**config.mk**
```make
export PLATFORM = sky130hd
export DESIGN_NAME = dfc_rx_top
export DESIGN_NICKNAME = d
export VERILOG_FILES = /design/src/verilog/dfc_pkg.sv /design/src/verilog/dfc_fifo_wr_if.sv /design/src/verilog/dfc_rx_ctl.sv /design/src/verilog/dfc_rx_fifo.sv /design/src/verilog/dfc_rx_csr.sv /design/src/verilog/dfc_rx_top.sv
export VERILOG_INCLUDE_DIRS = /design/src /design/src/verilog
export SDC_FILE = /design/constraint.sdc
export NUM_CORES = 1
export LEC_CHECK = 0
export ABC_CLOCK_PERIOD_IN_PS = 4100
export BUFFER_PORTS_ARGS = -buffer_cell sky130_fd_sc_hd__buf_2
export CORE_UTILIZATION = 50
export CTS_CLUSTER_SIZE = 10
export DETAILED_ROUTE_END_ITERATION = 10
export PLACE_DENSITY_LB_ADDON = 0.3
export SYNTH_ARGS = -nofsm -noshare
export SYNTH_HDL_FRONTEND = slang
export SYNTH_SLANG_ARGS = --single-unit
```
**constraint.sdc**
```tcl
create_clock -name clk -period 4.1 [get_ports clk]
set_clock_uncertainty 0.15 [all_clocks]
set_input_delay 0.82 -clock clk [delete_from_list [all_inputs] [get_ports clk]]
set_output_delay 0.82 -clock clk [all_outputs]
set_load 0.02 [all_outputs]
```
**src/verilog/dfc_params.svh**
```systemverilog
// Build-time sizing for the delayed-flow-control receiver.
// Include wherever a width, depth or threshold is needed.
`ifndef DFC_PARAMS_SVH
`define DFC_PARAMS_SVH

// Link payload width in bits
`define DFC_WIDTH 16

// Round trip from c_fc_n leaving the receiver back to c_vld
`define DFC_RT_LAT 4

// Occupancy at which the go signal is withdrawn
`define DFC_THD 2

// Words in flight plus threshold plus the c_fc_n register stage
`define DFC_DEPTH (`DFC_RT_LAT + `DFC_THD + 2)

// Usage readback field, saturates at all ones
`define DFC_USAGE_W 3

`endif

```
**src/verilog/dfc_pkg.sv**
```systemverilog
// Types and register map shared by the receiver blocks and the testbench.
// Referenced by scoped name only.
`include "dfc_params.svh"

package dfc_pkg;

    // ------------------------------
    // Data types
    // ------------------------------

    // One word as carried on the link
    typedef logic [`DFC_WIDTH-1:0] dfc_word_t;

    // FIFO fill level, holds 0 through DFC_DEPTH inclusive
    typedef logic [$clog2(`DFC_DEPTH + 1)-1:0] dfc_occ_t;

    // ------------------------------
    // APB register map
    // ------------------------------

    // Force-stop control, bit 0
    localparam logic [7:0] ADDR_CTRL   = 8'h00;
    // Sticky overflow, write 1 to clear
    localparam logic [7:0] ADDR_STATUS = 8'h04;
    // Saturated FIFO occupancy, read only
    localparam logic [7:0] ADDR_USAGE  = 8'h08;

endpackage

```
**src/verilog/dfc_fifo_wr_if.sv**
```systemverilog
// Write side of the receive FIFO.
// The control block pushes link words; the FIFO returns full and fill level.
`timescale 1ns/1ps

interface dfc_fifo_wr_if #(
    parameter type payload_t = dfc_pkg::dfc_word_t
);

    // Write strobe for one word per edge
    logic               push;
    payload_t           data;
    // No room left so push must stay low
    logic               full;
    // Current number of queued words
    dfc_pkg::dfc_occ_t  occ;

    modport ctl (
        output push,
        output data,
        input  full,
        input  occ
    );

    modport fifo (
        input  push,
        input  data,
        output full,
        output occ
    );

endinterface

```
**src/verilog/dfc_rx_ctl.sv**
```systemverilog
// Link acceptance for the delayed-flow-control receiver.
// Pushes valid link words into the FIFO, flags words that find it full,
// and drives the registered c_fc_n go signal from projected occupancy.
`timescale 1ns/1ps
`include "dfc_params.svh"

module dfc_rx_ctl (
    input  logic               clk,
    input  logic               rst,
    // Link side
    input  logic               c_vld,
    input  dfc_pkg::dfc_word_t c_data,
    output logic               c_fc_n,
    // Software override and status
    input  logic               force_stop,
    output logic               overflow_pulse,
    // FIFO write side
    dfc_fifo_wr_if.ctl         wr,
    input  logic               pop
);

    dfc_pkg::dfc_occ_t next_occ;
    logic              fc_go;

    // ------------------------------
    // Write path
    // ------------------------------

    // Link input is not flopped, words go straight to the FIFO
    assign wr.data = c_data;

    // Only write while there is room
    assign wr.push = c_vld && !wr.full;

    // ------------------------------
    // Flow control
    // ------------------------------

    // Occupancy as it will be after this edge
    always_comb begin
        next_occ = wr.occ + dfc_pkg::dfc_occ_t'(wr.push) - dfc_pkg::dfc_occ_t'(pop);
    end

    // Go only below threshold and without software hold
    assign fc_go = (next_occ < `DFC_THD) && !force_stop;

    always_ff @(posedge clk) begin
        if (rst) begin
            c_fc_n         <= 1'b0;
            overflow_pulse <= 1'b0;
        end else begin
            c_fc_n         <= fc_go;
            // Word arrived with nowhere to go
            overflow_pulse <= c_vld && wr.full;
        end
    end

    // ------------------------------
    // Checks
    // ------------------------------

    // FIFO full state must block every write
    a_no_push_when_full: assert property (
        @(posedge clk) disable iff (rst) !(wr.push && wr.full)
    );

    // Transmitter is held off through reset
    a_fc_low_after_rst: assert property (
        @(posedge clk) rst |=> !c_fc_n
    );

endmodule

```
**src/verilog/dfc_rx_fifo.sv**
```systemverilog
// Synchronous receive FIFO with fill-level count.
// Write side comes through the FIFO modport; read side is a
// srdy/drdy consumer port. Payload type and depth are parameters.
`timescale 1ns/1ps

module dfc_rx_fifo #(
    parameter type payload_t = dfc_pkg::dfc_word_t,
    parameter int  depth     = 8
) (
    input  logic              clk,
    input  logic              rst,
    // Write side from the control block
    dfc_fifo_wr_if.fifo       wr,
    // Consumer side
    output logic              p_srdy,
    input  logic              p_drdy,
    output payload_t          p_data,
    output logic              pop,
    output dfc_pkg::dfc_occ_t occ_out
);

    localparam int ptr_w = (depth > 1) ? $clog2(depth) : 1;

    payload_t          mem [depth];
    logic [ptr_w-1:0]  wr_ptr;
    logic [ptr_w-1:0]  rd_ptr;
    dfc_pkg::dfc_occ_t occ;

    // Pointer advance with wrap for any depth
    function automatic logic [ptr_w-1:0] ptr_inc(input logic [ptr_w-1:0] ptr);
        if (ptr == ptr_w'(depth - 1)) begin
            return '0;
        end
        return ptr + 1'b1;
    endfunction

    // ------------------------------
    // Storage
    // ------------------------------

    // No reset on payload
    always_ff @(posedge clk) begin
        if (wr.push) begin
            mem[wr_ptr] <= wr.data;
        end
    end

    // ------------------------------
    // Pointers and count
    // ------------------------------

    always_ff @(posedge clk) begin
        if (rst) begin
            wr_ptr <= '0;
            rd_ptr <= '0;
            occ    <= '0;
        end else begin
            if (wr.push) begin
                wr_ptr <= ptr_inc(wr_ptr);
            end
            if (pop) begin
                rd_ptr <= ptr_inc(rd_ptr);
            end
            // Simultaneous push and pop leaves the count alone
            case ({wr.push, pop})
                2'b10:   occ <= occ + 1'b1;
                2'b01:   occ <= occ - 1'b1;
                default: occ <= occ;
            endcase
        end
    end

    // Status back to control and CSR
    assign wr.full = (occ == dfc_pkg::dfc_occ_t'(depth));
    assign wr.occ  = occ;
    assign occ_out = occ;

    // Head of queue is always presented
    assign p_srdy = (occ != '0);
    assign p_data = mem[rd_ptr];
    assign pop    = p_srdy && p_drdy;

    // Count must stay within storage
    a_occ_in_range: assert property (
        @(posedge clk) disable iff (rst) occ <= dfc_pkg::dfc_occ_t'(depth)
    );

endmodule

```
**src/verilog/dfc_rx_csr.sv**
```systemverilog
// APB register block for the receiver.
// CTRL holds the force-stop override, STATUS the sticky overflow flag,
// USAGE the saturated FIFO fill level. Zero-wait, no wait states.
`timescale 1ns/1ps
`include "dfc_params.svh"

module dfc_rx_csr (
    input  logic              clk,
    input  logic              rst,
    // APB slave
    input  logic              psel,
    input  logic              penable,
    input  logic              pwrite,
    input  logic [7:0]        paddr,
    input  logic [31:0]       pwdata,
    output logic [31:0]       prdata,
    output logic              pready,
    output logic              pslverr,
    // Receiver side
    output logic              force_stop,
    input  logic              overflow_pulse,
    input  dfc_pkg::dfc_occ_t occ
);

    localparam int usage_max = (1 << `DFC_USAGE_W) - 1;

    logic                    access;
    logic                    hit_ctrl;
    logic                    hit_status;
    logic                    hit_usage;
    logic                    ovf_sticky;
    logic [`DFC_USAGE_W-1:0] usage;

    // ------------------------------
    // Decode
    // ------------------------------

    assign access     = psel && penable;
    assign hit_ctrl   = (paddr == dfc_pkg::ADDR_CTRL);
    assign hit_status = (paddr == dfc_pkg::ADDR_STATUS);
    assign hit_usage  = (paddr == dfc_pkg::ADDR_USAGE);

    // Always ready
    assign pready  = 1'b1;
    assign pslverr = access && !(hit_ctrl || hit_status || hit_usage);

    // ------------------------------
    // Registers
    // ------------------------------

    always_ff @(posedge clk) begin
        if (rst) begin
            force_stop <= 1'b0;
            ovf_sticky <= 1'b0;
        end else begin
            if (access && pwrite && hit_ctrl) begin
                force_stop <= pwdata[0];
            end
            // New overflow beats a clear in the same cycle
            if (overflow_pulse) begin
                ovf_sticky <= 1'b1;
            end else if (access && pwrite && hit_status && pwdata[0]) begin
                ovf_sticky <= 1'b0;
            end
        end
    end

    // Clamp fill level to field width
    assign usage = (int'(occ) > usage_max) ? `DFC_USAGE_W'(usage_max)
                                            : occ[`DFC_USAGE_W-1:0];

    // Read mux, unmapped reads give zero
    always_comb begin
        prdata = '0;
        if (access && !pwrite) begin
            if (hit_ctrl) begin
                prdata[0] = force_stop;
            end else if (hit_status) begin
                prdata[0] = ovf_sticky;
            end else if (hit_usage) begin
                prdata[`DFC_USAGE_W-1:0] = usage;
            end
        end
    end

    // Error only in the access phase of a transfer
    a_slverr_in_access: assert property (
        @(posedge clk) disable iff (rst) pslverr |-> (psel && penable)
    );

endmodule

```
**src/verilog/dfc_rx_top.sv**
```systemverilog
// Receive side of the delayed-flow-control link.
// Link words in on c_vld/c_data, flow control out on c_fc_n,
// words out on the srdy/drdy consumer port, configuration over APB.
`timescale 1ns/1ps
`include "dfc_params.svh"

module dfc_rx_top (
    input  logic               clk,
    input  logic               rst,
    // Link
    input  logic               c_vld,
    input  dfc_pkg::dfc_word_t c_data,
    output logic               c_fc_n,
    // Consumer
    output logic               p_srdy,
    input  logic               p_drdy,
    output dfc_pkg::dfc_word_t p_data,
    // APB
    input  logic               psel,
    input  logic               penable,
    input  logic               pwrite,
    input  logic [7:0]         paddr,
    input  logic [31:0]        pwdata,
    output logic [31:0]        prdata,
    output logic               pready,
    output logic               pslverr
);

    logic              force_stop;
    logic              overflow_pulse;
    logic              pop;
    dfc_pkg::dfc_occ_t occ;

    // Write channel between control and FIFO
    dfc_fifo_wr_if #(.payload_t(dfc_pkg::dfc_word_t)) wr_if ();

    dfc_rx_ctl i_ctl (
        .clk            (clk),
        .rst            (rst),
        .c_vld          (c_vld),
        .c_data         (c_data),
        .c_fc_n         (c_fc_n),
        .force_stop     (force_stop),
        .overflow_pulse (overflow_pulse),
        .wr             (wr_if.ctl),
        .pop            (pop)
    );

    dfc_rx_fifo #(
        .payload_t (dfc_pkg::dfc_word_t),
        .depth     (`DFC_DEPTH)
    ) i_fifo (
        .clk     (clk),
        .rst     (rst),
        .wr      (wr_if.fifo),
        .p_srdy  (p_srdy),
        .p_drdy  (p_drdy),
        .p_data  (p_data),
        .pop     (pop),
        .occ_out (occ)
    );

    dfc_rx_csr i_csr (
        .clk            (clk),
        .rst            (rst),
        .psel           (psel),
        .penable        (penable),
        .pwrite         (pwrite),
        .paddr          (paddr),
        .pwdata         (pwdata),
        .prdata         (prdata),
        .pready         (pready),
        .pslverr        (pslverr),
        .force_stop     (force_stop),
        .overflow_pulse (overflow_pulse),
        .occ            (occ)
    );

endmodule

```
==> impl_metrics.yaml <==
setup_path:
  crit_path_frequent_cell: "buf_2"
  cp.arrival_ns: 2.14
  crit_fanout: 5
  startpoint_type: "input port"
  reg2reg_depth: 11
  path_buf_inv: 2
  slowest_stage: "or3_1"
  endpoint_kind: "output port"
  path_class: "input port to output port"
  crit_chain: "buf_2 > nor4_2 > nand4_1 > or3_1 > a21oi_1 > buf_2"
  crit_family: "simple AND/OR/NAND/NOR gates"
  crit_cells: 6
  max_stage_delay_ns: 0.39
  cp.required_ns: 3.13
synth:
  synthMostInstantiatedCell: "edfxtp_1"
  ys_seq_area_share_pct: 66.9
  yosys_warnings: 0
  synth_top_area_cell: "edfxtp_1"
  synth.avg_cell_area_sq_um: 17.8
  synthCells: 352
  async_reset_ff_share_pct: 0
  synth_top_area_share_pct: 61.4
  syn_area_sq_um: 6260
  synthTopCellsByCount: "edfxtp_1, mux4_1, buf_4, dfxtp_1"
  synth-main-ff-cell: "edfxtp_1"
  synth_seq_cells: 145
  synth.top_cells.by_area: "edfxtp_1, mux4_1, dfxtp_1, buf_4, mux2_2"
  synth_edf_count: 128
  ys_types: 44
route:
  drc: 0
  vias: 3114
  wirelength_mm: 10.5
  wl_per_cell_um: 17.4
  drtPass1Iterations: 4
  first_iter_violations: 175
  vias_per_cell: 5.17
  drtAntennaViolNets: 0
global_routing:
  grt_max_degree: 33
  grt_usage_pct: 17.5
  antenna_found_initial: 0
  grt_overflow: 0
  grt_first_pass_wirelength_mm: 16.1
  grt_pass1_vias: 3105
timing:
  min_period_ns: 3.11
  layout_setup_ws_ns: 0.993
  max_freq_mhz: 322
  worst_pin_slew_ns: 0.945
  rsz0062_at_grt: "no"
  setup_viol: 0
  finalCritPeriodShare_pct: 75.8
  relSlewSlack_pct: 36.9
  slew_violations: 0
  fin_tns_setup_ns: 0
  hold_viol: 0
clock_tree:
  numCtsBuffers: 17
  cts_resized: 0
  holdBufCountCts: 0
  clk_path_buf_depth: 2
  cts_root_buffer: "clkbuf_16"
  insertion_delay_ns: 0.41
  clock_sinks: 145
  htreeDepth: 4
  clk_pin_slew_ns: 0.06
  post_cts_buffers: 0
  cts_tree: "done"
final_layout:
  syn_to_final_growth_pct: 15.7
  num_antenna_cells: 0
  fin_util_pct: 59.8
  finalNetCount: 498
  drive_gt1_share_pct: 28.3
  fin_area_sq_um: 7240
floorplanning:
  die-area_sq_um: 13000
  die_h_um: 114
  pin_count: 115
  initial_core_util_pct: 51.7
  dieWidth_um: 114
  coreArea_sq_um: 12100
  core.rowCount: 40
worst_hold_path:
  hold_path_depth: 2
  hp-class: "flop to flop"
placement:
  post-place-ws_ns: 0.983
  hpwl_mm: 6.32
  dpl_cell_area_sq_um: 6650
  port_buffers: 53
  gp_routability_congestion: 0.701
run_status:
  status: "finished clean"
power_and_ir_drop:
  ir_drop_v: 0.000209
  p_per_area_nw_per_um2: 576
  leakagePower_nw: 2.60
flow_run:
  drv_cap: 0
[layout by cell type, fill, tap and decap left out, types with 2 or more instances in the layout]
| master | Yosys | routed |
|---|---|---|
| a21oi_1 | 16 | 16 |
| and3_1 | 2 | 2 |
| buf_2 | 2 | 53 |
| buf_4 | 30 | 13 |
| bufinv_16 | 0 | 2 |
| clkbuf_16 | 0 | 17 |
| clkinv_2 | 0 | 2 |
| clkinv_4 | 0 | 4 |
| clkinvlp_4 | 0 | 4 |
| conb_1 | 2 | 30 |
| dfxtp_1 | 17 | 17 |
| edfxtp_1 | 128 | 128 |
| fa_1 | 2 | 2 |
| ha_1 | 12 | 12 |
| inv_1 | 8 | 8 |
| inv_6 | 0 | 3 |
| mux2_2 | 16 | 16 |
| mux4_1 | 31 | 31 |
| nand2_1 | 11 | 11 |
| nand2b_1 | 4 | 4 |
| nand3_1 | 7 | 7 |
| nor2_1 | 14 | 14 |
| nor3_1 | 7 | 3 |
| nor3_2 | 0 | 4 |
| nor3b_1 | 2 | 2 |
| nor4_2 | 1 | 2 |
| or3_1 | 3 | 3 |
| or3b_1 | 2 | 2 |
| xor2_1 | 4 | 4 |
[power by group]
group          internal (W)  switching (W)
Clock              0.000900       0.000597
Combinational      0.000423       0.000505
Sequential          0.00169      0.0000509
Total               0.00302        0.00115
[worst paths after layout]
path | from | to | slack [ns]
setup reg to reg | i_fifo.occ_out[3] | i_fifo.occ_out[3] | 1.13
hold / removal | i_fifo.rd_ptr[2] | i_fifo.rd_ptr[2] | 0.34
setup / recovery | paddr[1] | prdata[1] | 0.99
hold reg to reg | i_fifo.rd_ptr[2] | i_fifo.rd_ptr[2] | 0.34
[area by class of cell]
cell class	count	area, sq um
Fill cell	910	4870
Sequential cell	145	4180
Multi-Input combinational cell	183	1860
Clock buffer	17	425
Timing Repair Buffer	66	363
Tap cell	168	210
Clock inverter	15	161
Inverter	8	30.0
[stage by stage]
step / total power [W] / std cells / hold WS (ns)
floorplan: 0.00251 / 380 / 0.304
global placement: 0.00269 / 570 / 0.325
detailed placement: 0.00271 / 570 / 0.319
CTS: 0.00421 / 602 / 0.337
global route: 0.00437 / 602 / 0.345
finish: 0.00417 / 602 / 0.337
[sequential cells by signal (all words and copies together), names as in the netlist, named ones only]
name and flops:
i_csr.force_stop 1, i_fifo.mem 128, i_fifo.wr_ptr 3, i_fifo.occ_out 4
i_ctl.c_fc_n 1, i_ctl.overflow_pulse 1, i_fifo.rd_ptr 3, i_csr.ovf_sticky 1
[logic make-up after synthesis]
family / count (synthesis) / share of synthesized area (%)
AO/OA/AOI/OAI: 25 / 2.42
XOR/XNOR: 4 / 0.560
adder cells (fa/ha/maj): 14 / 3.04
buffers and inverters: 52 / 5.46
flip-flops: 145 / 66.9
multiplexers: 49 / 16.4
other: 2 / 0.120
AND/OR/NAND/NOR: 61 / 5.14
[worst min-delay path: cells and delay by family, from the launching register on]
kind,cells,cell delay (ns)
AO/OA/AOI/OAI,1,0.06
flip-flops,1,0.31
AND/OR/NAND/NOR,1,0.07
[per-layer routing]
layer	vias to the layer above	wire length, um	GRT usage, %
li1	1484	-	-
met1	1543	4530	21.5
met2	74	5420	29.8
met3	13	416	4.36
met4	0	131	7.53
met5	-	0	0
No activity file was read; power rests on OpenSTA's default activity.
